<file path="config.mk">
export PLATFORM = sky130hd
export DESIGN_NAME = bram_ctrl_top
export DESIGN_NICKNAME = d
export VERILOG_FILES = /design/src/logic/bram_ctrl_pkg.sv /design/src/logic/bram_ctrl_top.sv /design/src/logic/ce_launch_stagger.sv /design/src/logic/map_position.sv /design/src/logic/pixel_sequencer.sv /design/src/logic/row_fetch.sv
export SDC_FILE = /design/constraint.sdc
export NUM_CORES = 1
export LEC_CHECK = 0
export BUFFER_PORTS_ARGS = -buffer_cell sky130_fd_sc_hd__buf_2
export CORE_ASPECT_RATIO = 0.7
export CORE_MARGIN = 2
export CORE_UTILIZATION = 35
export DETAILED_ROUTE_END_ITERATION = 8
export PLACE_DENSITY = 0.64
export SETUP_SLACK_MARGIN = 0.4
export SLEW_MARGIN = 20
export SYNTH_ARGS = -nofsm -noshare
export SYNTH_HDL_FRONTEND = slang
export SYNTH_SLANG_ARGS = --single-unit
</file>
<file path="constraint.sdc">
create_clock -name clk_500MHz -period 12.9 [get_ports clk_500MHz]
set_input_delay 1.935 -clock clk_500MHz [delete_from_list [all_inputs] [get_ports clk_500MHz]]
set_output_delay 1.935 -clock clk_500MHz [all_outputs]
set_load 0.1 [all_outputs]
</file>
<file path="src/logic/bram_ctrl_pkg.sv">
package bram_ctrl_pkg;

    ////////////////////////////////////////
    // Sizing constants
    ////////////////////////////////////////

    // Words per BRAM
    localparam int BRAM_DEPTH = 1024;
    // Map coordinate width, half the BRAM address space
    localparam int DIM_W = $clog2(BRAM_DEPTH) - 1;
    // Fill count of the prefetch buffer
    localparam int PFB_COUNT_W = 18;

    // seq_rden pulses per output column
    localparam int CYCLES_PER_PIXEL = 5;
    // seq_rden to cycle counter step
    localparam int SEQ_RDEN_LAG = 2;
    // Internal pixel strobe to pixel_dataout_valid
    localparam int PIXEL_VALID_LAG = 3;
    // Last input row loaded before the engines start
    localparam int PRIME_LAST_ROW = 2;

    ////////////////////////////////////////
    // Types
    ////////////////////////////////////////

    typedef enum logic [1:0] {
        SEQ_IDLE,
        SEQ_PRIME,
        SEQ_WAIT_LOAD,
        SEQ_ACTIVE
    } seq_state_t;

    typedef enum logic {
        FETCH_IDLE,
        FETCH_ROW
    } fetch_state_t;

    // Last index per dimension, not a count
    typedef struct packed {
        logic [DIM_W-1:0] cols;
        logic [DIM_W-1:0] rows;
        logic [DIM_W-1:0] depth;
    } map_dims_t;

    typedef struct packed {
        logic [DIM_W-1:0] row;
        logic [DIM_W-1:0] col;
        logic [DIM_W-1:0] depth;
    } map_pos_t;

    // Prefetch buffer flags as seen from the FIFO
    typedef struct packed {
        logic                   empty;
        logic [PFB_COUNT_W-1:0] count;
    } pfb_status_t;

endpackage

</file>
<file path="src/logic/bram_ctrl_top.sv">
`timescale 1ns/1ps

module bram_ctrl_top
    import bram_ctrl_pkg::*;
#(
    parameter int NUM_AWE        = 4,
    parameter int NUM_CE_PER_AWE = 2,
    parameter int PAYLOAD_WIDTH  = 128
) (
    input  logic                                clk_500MHz,
    input  logic                                accel_rst,
    input  logic                                start,
    input  map_dims_t                           dims,
    // Prefetch buffer
    input  pfb_status_t                         pfb_status,
    output logic                                pfb_rden,
    output logic                                pfb_wren,
    output logic [PAYLOAD_WIDTH-1:0]            pfb_wdata,
    // Network port
    output logic                                to_network_valid,
    input  logic                                from_network_valid,
    input  logic [PAYLOAD_WIDTH-1:0]            from_network_payload,
    output logic                                from_network_accept,
    // Compute side pulses
    input  logic                                seq_rden,
    input  logic                                next_row,
    input  logic                                row_matric,
    // Status and launch
    output seq_state_t                          state,
    output logic [NUM_AWE*NUM_CE_PER_AWE-1:0]   ce_start,
    output logic                                pixel_dataout_valid,
    output logic [2:0]                          cycle_counter,
    output logic [1:0]                          gray_code,
    output logic [DIM_W-1:0]                    wr_addr,
    output map_pos_t                            in_pos,
    output map_pos_t                            out_pos
);

    // Sequencer to fetch handshake
    logic row_request;
    logic fetch_busy;
    // Output row end from the position tracker
    logic out_row_done;
    // Active phase strobe, before the valid lag
    logic pixel_strobe;

    pixel_sequencer i_pixel_sequencer (
        .clk_500MHz   (clk_500MHz),
        .accel_rst    (accel_rst),
        .start        (start),
        .dims         (dims),
        .pfb_status   (pfb_status),
        .fetch_busy   (fetch_busy),
        .row_matric   (row_matric),
        .in_pos       (in_pos),
        .out_pos      (out_pos),
        .out_row_done (out_row_done),
        .state        (state),
        .pfb_rden     (pfb_rden),
        .row_request  (row_request),
        .pixel_strobe (pixel_strobe),
        .wr_addr      (wr_addr)
    );

    row_fetch #(
        .PAYLOAD_WIDTH (PAYLOAD_WIDTH)
    ) i_row_fetch (
        .clk_500MHz           (clk_500MHz),
        .accel_rst            (accel_rst),
        .row_request          (row_request),
        .dims                 (dims),
        .pfb_status           (pfb_status),
        .from_network_valid   (from_network_valid),
        .from_network_payload (from_network_payload),
        .to_network_valid     (to_network_valid),
        .from_network_accept  (from_network_accept),
        .pfb_wren             (pfb_wren),
        .pfb_wdata            (pfb_wdata),
        .fetch_busy           (fetch_busy)
    );

    map_position i_map_position (
        .clk_500MHz    (clk_500MHz),
        .accel_rst     (accel_rst),
        .dims          (dims),
        .state         (state),
        .pfb_rden      (pfb_rden),
        .seq_rden      (seq_rden),
        .next_row      (next_row),
        .in_pos        (in_pos),
        .out_pos       (out_pos),
        .out_row_done  (out_row_done),
        .cycle_counter (cycle_counter),
        .gray_code     (gray_code)
    );

    ce_launch_stagger #(
        .NUM_AWE        (NUM_AWE),
        .NUM_CE_PER_AWE (NUM_CE_PER_AWE)
    ) i_ce_launch_stagger (
        .clk_500MHz          (clk_500MHz),
        .accel_rst           (accel_rst),
        .state               (state),
        .pixel_strobe        (pixel_strobe),
        .ce_start            (ce_start),
        .pixel_dataout_valid (pixel_dataout_valid)
    );

endmodule

</file>
<file path="src/logic/ce_launch_stagger.sv">
`timescale 1ns/1ps

module ce_launch_stagger
    import bram_ctrl_pkg::*;
#(
    parameter int NUM_AWE        = 4,
    parameter int NUM_CE_PER_AWE = 2
) (
    input  logic                              clk_500MHz,
    input  logic                              accel_rst,
    input  seq_state_t                        state,
    input  logic                              pixel_strobe,
    output logic [NUM_AWE*NUM_CE_PER_AWE-1:0] ce_start,
    output logic                              pixel_dataout_valid
);

    localparam int CE_COUNT = NUM_AWE * NUM_CE_PER_AWE;

    logic [PIXEL_VALID_LAG-1:0] valid_pipe;

    // Engine k starts k+1 cycles into the active phase
    always_ff @(posedge clk_500MHz) begin
        if (accel_rst) begin
            ce_start <= '0;
        end else begin
            ce_start[0] <= (state == SEQ_ACTIVE);
            for (int k = 1; k < CE_COUNT; k++) begin
                ce_start[k] <= ce_start[k-1];
            end
        end
    end

    // Valid trails the strobe by the BRAM read path
    always_ff @(posedge clk_500MHz) begin
        if (accel_rst) begin
            valid_pipe <= '0;
        end else begin
            valid_pipe <= {valid_pipe[PIXEL_VALID_LAG-2:0], pixel_strobe};
        end
    end

    assign pixel_dataout_valid = valid_pipe[PIXEL_VALID_LAG-1];

endmodule

</file>
<file path="src/logic/map_position.sv">
`timescale 1ns/1ps

module map_position
    import bram_ctrl_pkg::*;
(
    input  logic       clk_500MHz,
    input  logic       accel_rst,
    input  map_dims_t  dims,
    input  seq_state_t state,
    input  logic       pfb_rden,
    input  logic       seq_rden,
    input  logic       next_row,
    output map_pos_t   in_pos,
    output map_pos_t   out_pos,
    output logic       out_row_done,
    output logic [2:0] cycle_counter,
    output logic [1:0] gray_code
);

    logic [SEQ_RDEN_LAG-1:0] seq_rden_d;
    logic                    cycle_step;
    logic                    cycle_wrap;
    logic [DIM_W-1:0]        last_out_row;
    logic [1:0]              row_slot;

    assign last_out_row = dims.rows - DIM_W'(PRIME_LAST_ROW);

    ////////////////////////////////////////
    // Input position, one step per pfb read
    ////////////////////////////////////////
    always_ff @(posedge clk_500MHz) begin
        if (accel_rst || state == SEQ_IDLE) begin
            in_pos <= '0;
        end else if (pfb_rden) begin
            if (in_pos.col == dims.cols) begin
                in_pos.col <= '0;
                if (in_pos.row == dims.rows) begin
                    in_pos.row   <= '0;
                    in_pos.depth <= (in_pos.depth == dims.depth) ? '0 : in_pos.depth + 1'b1;
                end else begin
                    in_pos.row <= in_pos.row + 1'b1;
                end
            end else begin
                in_pos.col <= in_pos.col + 1'b1;
            end
        end
    end

    ////////////////////////////////////////
    // Cycle counter and output position
    ////////////////////////////////////////

    // Line up seq_rden with the engine read
    always_ff @(posedge clk_500MHz) begin
        if (accel_rst) begin
            seq_rden_d <= '0;
        end else begin
            seq_rden_d <= {seq_rden_d[SEQ_RDEN_LAG-2:0], seq_rden};
        end
    end

    assign cycle_step   = seq_rden_d[SEQ_RDEN_LAG-1] && (state == SEQ_ACTIVE);
    assign cycle_wrap   = cycle_step && (cycle_counter == 3'(CYCLES_PER_PIXEL - 1));
    // Last column of the output row finishing
    assign out_row_done = cycle_wrap && (out_pos.col == dims.cols);

    // Modulo five, one pixel per wrap
    always_ff @(posedge clk_500MHz) begin
        if (accel_rst) begin
            cycle_counter <= '0;
        end else if (cycle_step) begin
            cycle_counter <= cycle_wrap ? 3'd0 : cycle_counter + 3'd1;
        end
    end

    always_ff @(posedge clk_500MHz) begin
        if (accel_rst || state == SEQ_IDLE) begin
            out_pos <= '0;
        end else if (cycle_wrap) begin
            if (out_row_done) begin
                out_pos.col <= '0;
                if (out_pos.row == last_out_row) begin
                    out_pos.row <= '0;
                    // Depth holds at the last slice
                    if (out_pos.depth != dims.depth) begin
                        out_pos.depth <= out_pos.depth + 1'b1;
                    end
                end else begin
                    out_pos.row <= out_pos.row + 1'b1;
                end
            end else begin
                out_pos.col <= out_pos.col + 1'b1;
            end
        end
    end

    ////////////////////////////////////////
    // Gray coded row slot
    ////////////////////////////////////////
    always_ff @(posedge clk_500MHz) begin
        if (accel_rst) begin
            row_slot <= '0;
        end else if (next_row) begin
            row_slot <= row_slot + 2'd1;
        end
    end

    assign gray_code = {row_slot[1], row_slot[1] ^ row_slot[0]};

endmodule

</file>
<file path="src/logic/pixel_sequencer.sv">
`timescale 1ns/1ps

module pixel_sequencer
    import bram_ctrl_pkg::*;
(
    input  logic             clk_500MHz,
    input  logic             accel_rst,
    input  logic             start,
    input  map_dims_t        dims,
    input  pfb_status_t      pfb_status,
    input  logic             fetch_busy,
    input  logic             row_matric,
    input  map_pos_t         in_pos,
    input  map_pos_t         out_pos,
    input  logic             out_row_done,
    output seq_state_t       state,
    output logic             pfb_rden,
    output logic             row_request,
    output logic             pixel_strobe,
    output logic [DIM_W-1:0] wr_addr
);

    // State to go back to once a row is loaded
    seq_state_t       resume_state;
    logic             row_loaded;
    logic             read_ok;
    logic             prime_done;
    logic             run_done;
    logic [DIM_W-1:0] last_out_row;

    // A full row sits in the pfb
    assign row_loaded = (pfb_status.count >= PFB_COUNT_W'(dims.cols));

    // Never pop the last word twice
    assign read_ok = !pfb_status.empty
                  && !(pfb_status.count == PFB_COUNT_W'(1) && pfb_rden);

    // Final read of the last prime row under way
    assign prime_done = pfb_rden
                     && in_pos.row == DIM_W'(PRIME_LAST_ROW)
                     && in_pos.col == dims.cols;

    // 3x3 window, output rows end PRIME_LAST_ROW short
    assign last_out_row = dims.rows - DIM_W'(PRIME_LAST_ROW);
    assign run_done     = out_pos.depth == dims.depth && out_pos.row == last_out_row;

    ////////////////////////////////////////
    // Main FSM
    ////////////////////////////////////////
    always_ff @(posedge clk_500MHz) begin
        if (accel_rst) begin
            state        <= SEQ_IDLE;
            resume_state <= SEQ_IDLE;
            pfb_rden     <= 1'b0;
            row_request  <= 1'b0;
            pixel_strobe <= 1'b0;
            wr_addr      <= '0;
        end else begin
            // Strobes default low
            pfb_rden     <= 1'b0;
            row_request  <= 1'b0;
            pixel_strobe <= 1'b0;
            case (state)
                SEQ_IDLE: begin
                    if (start) begin
                        state <= SEQ_PRIME;
                    end
                end
                SEQ_PRIME: begin
                    // Fill the first rows of the window
                    if (prime_done) begin
                        state <= SEQ_ACTIVE;
                    end else if (pfb_status.empty) begin
                        resume_state <= SEQ_PRIME;
                        state        <= SEQ_WAIT_LOAD;
                    end else begin
                        pfb_rden <= read_ok;
                    end
                end
                SEQ_WAIT_LOAD: begin
                    if (row_loaded) begin
                        state <= resume_state;
                    end else if (!fetch_busy) begin
                        row_request <= 1'b1;
                    end
                end
                SEQ_ACTIVE: begin
                    pixel_strobe <= !out_row_done;
                    // Fetch ahead while the engines run
                    if (!row_loaded && !fetch_busy) begin
                        row_request <= 1'b1;
                    end
                    // Next row into the window
                    if (row_matric) begin
                        pfb_rden <= read_ok;
                        wr_addr  <= wr_addr + 1'b1;
                    end
                    if (out_row_done) begin
                        if (run_done) begin
                            state <= SEQ_IDLE;
                        end else if (!row_loaded) begin
                            resume_state <= SEQ_ACTIVE;
                            state        <= SEQ_WAIT_LOAD;
                        end
                    end
                end
                default: state <= SEQ_IDLE;
            endcase
        end
    end

endmodule

</file>
<file path="src/logic/row_fetch.sv">
`timescale 1ns/1ps

module row_fetch
    import bram_ctrl_pkg::*;
#(
    parameter int PAYLOAD_WIDTH = 128
) (
    input  logic                     clk_500MHz,
    input  logic                     accel_rst,
    input  logic                     row_request,
    input  map_dims_t                dims,
    input  pfb_status_t              pfb_status,
    input  logic                     from_network_valid,
    input  logic [PAYLOAD_WIDTH-1:0] from_network_payload,
    output logic                     to_network_valid,
    output logic                     from_network_accept,
    output logic                     pfb_wren,
    output logic [PAYLOAD_WIDTH-1:0] pfb_wdata,
    output logic                     fetch_busy
);

    fetch_state_t fetch_state;
    logic         take_beat;

    // Beats only land while a row is open
    assign take_beat = (fetch_state == FETCH_ROW) && from_network_valid;

    // Busy already in the request cycle
    assign fetch_busy = row_request || (fetch_state == FETCH_ROW);

    always_ff @(posedge clk_500MHz) begin
        if (accel_rst) begin
            fetch_state         <= FETCH_IDLE;
            to_network_valid    <= 1'b0;
            from_network_accept <= 1'b0;
            pfb_wren            <= 1'b0;
        end else begin
            to_network_valid    <= 1'b0;
            from_network_accept <= take_beat;
            pfb_wren            <= take_beat;
            case (fetch_state)
                FETCH_IDLE: begin
                    // One network request per row
                    if (row_request) begin
                        to_network_valid <= 1'b1;
                        fetch_state      <= FETCH_ROW;
                    end
                end
                FETCH_ROW: begin
                    if (pfb_status.count == PFB_COUNT_W'(dims.cols)) begin
                        fetch_state <= FETCH_IDLE;
                    end
                end
                default: fetch_state <= FETCH_IDLE;
            endcase
        end
    end

    // Payload, aligned with pfb_wren
    always_ff @(posedge clk_500MHz) begin
        if (take_beat) begin
            pfb_wdata <= from_network_payload;
        end
    end

endmodule

</file>
==> impl_metrics.yaml, run 1 <==
outcome:
  status: "finished clean"
worst_hold_path:
  hold_path_class: "flip-flop to flip-flop"
  min_from: "i_ce_launch_stagger.valid_pipe[1]"
  holdPathStages: 1
  min_to: "i_ce_launch_stagger.valid_pipe[2]"
sta:
  hold_violations: 0
  rsz0062_at_grt: "false"
  holdWs_ns: 0.422
  slew_viol_final: 0
  period_needed_ns: 4.07
  fin_tns_setup_ns: 0
  clock.fmax_mhz: 246
  worst_pin_slew_ns: 0.976
  slew_headroom_pct: 34.4
  clock-skew-final_ns: 0.0183
  setup_violations: 0
  fin_crit_sh_pct: 31.5
synth:
  ys_seq_area_share_pct: 65.2
  ys_warn_count: 0
  syn_avg_cell_area_sq_um: 12.6
  yosys_register_bits: 219
  synth_ff_type: "edfxtp_1"
  synth.cell_area_sq_um: 8690
  synthCells: 690
  synth-async-reset-ratio_pct: 0
  syn_nets: 891
  synth_edf_count: 128
  ys_types: 57
setup_path:
  regToRegEndpoint: "i_map_position.in_pos[8]"
  r2r_slack_ns: 9.88
  path_cells: "buf_2 > xnor2_1 > nand4_1 > nor3_2 > nand4_1 > or4_1 > xor2_1 > nor2_1"
  crit_buf_inv: 1
  cpMaxStageDelayCell: "or4_1"
  cp_slowest_stage_delay_ns: 0.68
  worstPathRequired_ns: 13.27
  cp-end-kind: "flip-flop"
  cp-start-kind: "input pin"
  path_delay_family: "simple AND/OR/NAND/NOR gates"
  path_class: "input pin to flip-flop"
  cp.arrival_ns: 4.44
  rr_startpoint: "i_map_position.in_pos[10]"
  cp_common_cell: "nand4_1"
  worstPathMaxFanout: 13
  rr_worst_depth: 7
route:
  dr.pass1.iters: 5
  wirelength_mm: 26.2
  avgViaCountPerCell: 4.74
  vias: 6820
  drtAntennaViolNets: 0
  first_iter_violations: 376
  routedWlPerCell_um: 18.2
  drc_errors: 0
global_routing:
  antenna_found_initial: 6
  grt_start_max_net_pins: 86
  use_met3_pct: 5.24
  grt_pass1_vias: 6077
  grtUsageMet2_pct: 28.9
  track_usage_pct: 18.4
  grt_remaining_overflow: 0
  grt_pass1_wl_mm: 36.5
  use_met1_pct: 25.2
  grt_busiest_layer: "met2"
finish:
  area_growth_pct: 36.7
  nets: 1294
  n_fill_cell: 2277
  drive_gt1_share_pct: 39.9
floorplanning:
  start_util_pct: 35.5
  rows: 48
  top_level_ports: 392
  dieHeight_um: 136
  die-area_sq_um: 26100
  die_width_um: 192
  core_area_sq_um: 24500
cts:
  postCtsSetupBuffers: 0
  clk_pin_slew_ns: 0.06
  cts_buffers: 23
  hold_buffers: 0
  clock_latency_ns: 0.51
  post_cts_resized: 0
  cts_tree: "built"
  cts-root-buf: "clkbuf_16"
  cts.sink_count: 219
  h-tree-depth: 1
  cts_max_path_buffers: 3
placed_design:
  gp_congestion: 0.856
  io_buffers: 391
  dp_hpwl_mm: 20.0
power:
  peakVddDrop_uv: 92.8
  total_power_mw: 1.60
  p_per_area_nw_per_um2: 135
  cellLeakagePower_nw: 4.99
run:
  maxCapViolations: 0
[worst max path at each step]
stage,startpoint,cells after the start,to,slack (ns)
floorplan,from_network_valid,1,i_row_fetch.pfb_wdata[0],7.53
global placement,dims[25],8,i_map_position.in_pos[8],8.37
detailed placement,dims[25],8,i_map_position.in_pos[8],8.30
CTS,dims[25],8,i_map_position.in_pos[8],8.85
global route,dims[25],8,i_map_position.in_pos[8],8.67
finish,dims[25],8,i_map_position.in_pos[8],8.83
[sequential cells by signal, summed over array words and instances (netlist names)]
register	count
i_row_fetch.fetch_state	1
i_map_position.row_slot	2
i_map_position.cycle_counter	3
i_row_fetch.pfb_wdata	128
i_pixel_sequencer.wr_addr	9
i_pixel_sequencer.state	2
i_pixel_sequencer.pixel_strobe	1
i_pixel_sequencer.pfb_rden	1
i_row_fetch.to_network_valid	1
i_ce_launch_stagger.ce_start	8
i_pixel_sequencer.row_request	1
i_map_position.out_pos	27
i_row_fetch.from_network_accept	1
i_map_position.seq_rden_d	2
i_pixel_sequencer.resume_state	2
i_ce_launch_stagger.valid_pipe	3
i_map_position.in_pos	27
[synth_stat cells (2+ instances only)]
cell type  count  area (sq um)
xor2_1        48           420
a211oi_1       2          15.0
nor4_1        13          81.3
edfxtp_1     128          3840
a31oi_1        4          25.0
o211ai_1       2          15.0
and4_1         2          17.5
xnor2_1       55           482
a21oi_1       16          80.1
o41ai_1        2          17.5
nand2b_1       9          56.3
and2_1         7          43.8
nor2b_1       14          87.6
nor2_1        64           240
dfxtp_1       91          1820
nand4_1       27           169
ha_1          20           250
mux2i_1        7          70.1
nand2_1       46           173
nand3b_1       4          30.0
o21ai_1        2          10.0
and3_1        11          68.8
or2_2          2          12.5
nand3_1       16          80.1
clkbuf_1      13          48.8
nor3_1        16          80.1
or3_1          4          25.0
inv_1         25          93.8
nor4b_1        2          17.5
o21ai_0        9          45.0
nor4_4         2          42.5
buf_4          2          15.0
[metal layers]
layer / part of all wire (%) / up-vias
met5: 0.24 / -
met4: 2.2 / 10
met3: 7.9 / 44
met2: 45 / 252
met1: 44 / 3233
li1: - / 3281
[metrics by stage]
step | util, % | cell area (sq um) | cells | setup slack [ns]
after global placement | 45.0 | 11000 | 1392 | 8.37
after global routing | 48.5 | 11900 | 1435 | 8.67
after CTS | 48.4 | 11800 | 1434 | 8.85
final | 48.5 | 11900 | 1439 | 8.83
after detailed placement | 45.0 | 11000 | 1392 | 8.30
after floorplan | - | 8690 | 690 | 7.53
[cell type report]
type                       count  area (sq um)  share of cell area (%)
clock buffer                  26           587                    4.94
timing repair buffer         395          2010                    16.9
clock inverter                16           244                    2.05
inverter                      25          93.8                   0.790
tap                          325           407                    3.42
sequential                   219          5670                    47.7
multi-input combinational    429          2870                    24.2
antenna                        4          10.0                  0.0842
[logic make-up (layout without fill, tap and decap cells)]
family	after synthesis	after routing	share of synthesized area [%]
other	0	4	0
flip-flops	219	219	65.2
buffers and inverters	42	462	1.91
XOR/XNOR	103	103	10.4
AO/OA/AOI/OAI	51	51	3.80
adder cells (fa/ha/maj)	20	20	2.88
AND/OR/NAND/NOR	248	248	15.1
multiplexers	7	7	0.806
[cell usage in the layout (no fill, tap or decap), types with 12 or more instances in the layout]
master,count
clkbuf_16,23
nand2_1,46
nor2b_1,14
nor3_1,16
nor4_1,12
nand4_1,27
xnor2_1,55
xor2_1,48
a21oi_1,16
buf_2,391
nor2_1,64
dfxtp_1,91
inv_1,25
edfxtp_1,128
nand3_1,16
ha_1,20
[worst reg2reg max path, delay by kind of cell (launching register included)]
kind	cells	cell delay [ns]
xor+xnor	2	0.30
flops	1	0.51
simple gates	5	2.08
[power by group]
group / leakage [nW] / switching, mW / internal, mW / total, mW
logic: 2.70 / 0.0835 / 0.0437 / 0.127
registers: 1.88 / 0.00829 / 0.743 / 0.751
clock network: 0.406 / 0.275 / 0.450 / 0.725
total: 4.99 / 0.367 / 1.24 / 1.60
Note: power is estimated with default switching activity, not from simulation.
==> inputs of run 2 (changes only) <==
- PLACE_DENSITY: 0.64 -> 0.67
- clock period: 12.9 -> 3.45 ns (I/O delays scaled with it)
==> run 2 against run 1 <==
First-iteration DRC count decreased by 13%. Register-to-register slack got worse by 9.1 ns. Wire length increased by 1.2%. Worst setup slack got worse by 8.0 ns. Sequential power increased to 3.7 times the previous value. Clock power increased to 3.2 times the previous value. Combinational power increased to 3.8 times the previous value. Worst hold slack got worse by 0.24 ns.
==> impl_metrics.yaml, run 2 (same netlist as run 1, synthesis figures left out) <==
global_routing:
  grt_remaining_overflow: 0
  track_usage_pct: 18.7
  grt_start_max_net_pins: 90
  grt_pass1_wl_mm: 37.2
  antenna_found_initial: 6
  grt_pass1_vias: 6370
setup_path:
  worstPathRequired_ns: 3.84
  path_class: "flip-flop to flip-flop"
  cp-start-kind: "flip-flop"
  cp-end-kind: "flip-flop"
  worstPathMaxFanout: 13
  cp.arrival_ns: 3.02
sta:
  clock-skew-final_ns: 0.0109
  hold_violations: 0
  setup_violations: 0
  fin_tns_setup_ns: 0
  clock.fmax_mhz: 379
  slew_headroom_pct: 56.1
  period_needed_ns: 2.64
  fin_crit_sh_pct: 76.4
  worst_pin_slew_ns: 0.655
  rsz0062_at_grt: "false"
  slew_viol_final: 0
cts:
  cts_tree: "built"
  hold_buffers: 0
  clock_latency_ns: 0.50
  cts.sink_count: 219
  postCtsSetupBuffers: 0
  cts_buffers: 23
  post_cts_resized: 0
  cts_max_path_buffers: 3
  h-tree-depth: 1
  cts-root-buf: "clkbuf_16"
  clk_pin_slew_ns: 0.06
finish:
  final_cell_mix: "buf_2, edfxtp_1, dfxtp_1, nor2_1, xnor2_1"
  largest_reg_flops: 128
  area_growth_pct: 35.3
  mostFrequentLayoutCell: "buf_2"
  n_fill_cell: 2293
  final_area_sq_um: 11800
  biggestRegsByFlops: "i_row_fetch.pfb_wdata x128, i_map_position.in_pos x27, i_map_position.out_pos x27"
  register_area_sq_um: 5670
  nets: 1298
  multi_input_area_sq_um: 2870
  drive_gt1_share_pct: 39.6
  regMostFlops: "i_row_fetch.pfb_wdata"
placed_design:
  post_dp_cell_area_sq_um: 11100
  io_buffers: 391
  dp_hpwl_mm: 20.3
  gp_congestion: 0.905
route:
  first_iter_violations: 328
  drtAntennaViolNets: 0
  avgViaCountPerCell: 4.79
  wirelength_mm: 26.5
  vias: 6898
  dr.pass1.iters: 5
  drc_errors: 0
  routedWlPerCell_um: 18.4
power:
  seq_power_share_pct: 50.1
  switching_share_pct: 24.0
  cellLeakagePower_nw: 4.94
  peakVddDrop_uv: 362
  p_per_area_nw_per_um2: 477
  combPwrFrac_pct: 8.5
  p_switching_mw: 1.35
  power_frac_clock_pct: 41.3
  intPower_mw: 4.27
floorplanning:
  rows: 48
  top_level_ports: 392
  dieHeight_um: 136
  start_util_pct: 35.5
  die-area_sq_um: 26100
  die_width_um: 192
  core_area_sq_um: 24500
worst_hold_path:
  hold_path_class: "input pin to flip-flop"
run:
  maxCapViolations: 0
outcome:
  status: "finished clean"
## run 2: power groups by stage
stage,combinational (mW),sequential (mW),clock (mW)
6_report,0.479,2.81,2.32
5_1_grt,0.519,2.82,2.48
4_1_cts,0.480,2.81,2.38
3_5_place_dp,0.476,2.87,0
3_3_place_gp,0.468,2.87,0
2_1_floorplan,0.226,2.93,0
## run 2: layout make-up
class	count	share of cell area, %
clock inverters	3	0.160
flip-flops and latches	219	48.2
diodes	3	0.0638
repair buffers	399	17.2
multi-input cells	429	24.4
inverters	25	0.798
clock buffers	38	5.71
well taps	325	3.46
## run 2: routing by layer
layer  track usage, %  share of wire (%)
met1             24.6                 42
met2             30.4                 46
met3             5.73                9.3
met4             3.94                2.0
met5                0               0.20
## run 2: path summary, 6_finish.rpt
path                                                          end  slack [ns]  cells after the start                              start
worst min register to register  i_ce_launch_stagger.valid_pipe[2]        0.43                      1  i_ce_launch_stagger.valid_pipe[1]
worst max-delay path                   i_map_position.out_pos[22]        0.81                      8         i_pixel_sequencer.state[1]
worst min-delay path                    i_row_fetch.pfb_wdata[19]        0.18                      1           from_network_payload[19]
worst max register to register         i_map_position.out_pos[22]        0.81                      8         i_pixel_sequencer.state[1]
## run 2: through the flow
| stage | instances | hold WS, ns | util, % | setup WS, ns | power [mW] |
|---|---|---|---|---|---|
| 6_report | 1441 | 0.182 | 48.0 | 0.814 | 5.61 |
| 4_1_cts | 1438 | 0.158 | 48.0 | 0.793 | 5.68 |
| 5_1_grt | 1438 | 0.151 | 48.0 | 0.609 | 5.82 |
| 2_1_floorplan | 690 | 0.414 | - | 0.424 | 3.15 |
| 3_3_place_gp | 1397 | 0.422 | 45.2 | 0.474 | 3.34 |
| 3_5_place_dp | 1397 | 0.425 | 45.2 | 0.399 | 3.35 |
## run 2: worst max-delay path, stage by stage, from the launching register on
cell and delay (ns):
dfxtp_1 0.57, nand2_1 0.20, or2_2 0.43, nor4_4 0.50, buf_4 0.25, and2_1 0.25
nand3_1 0.12, xor2_1 0.16, nor2_1 0.05
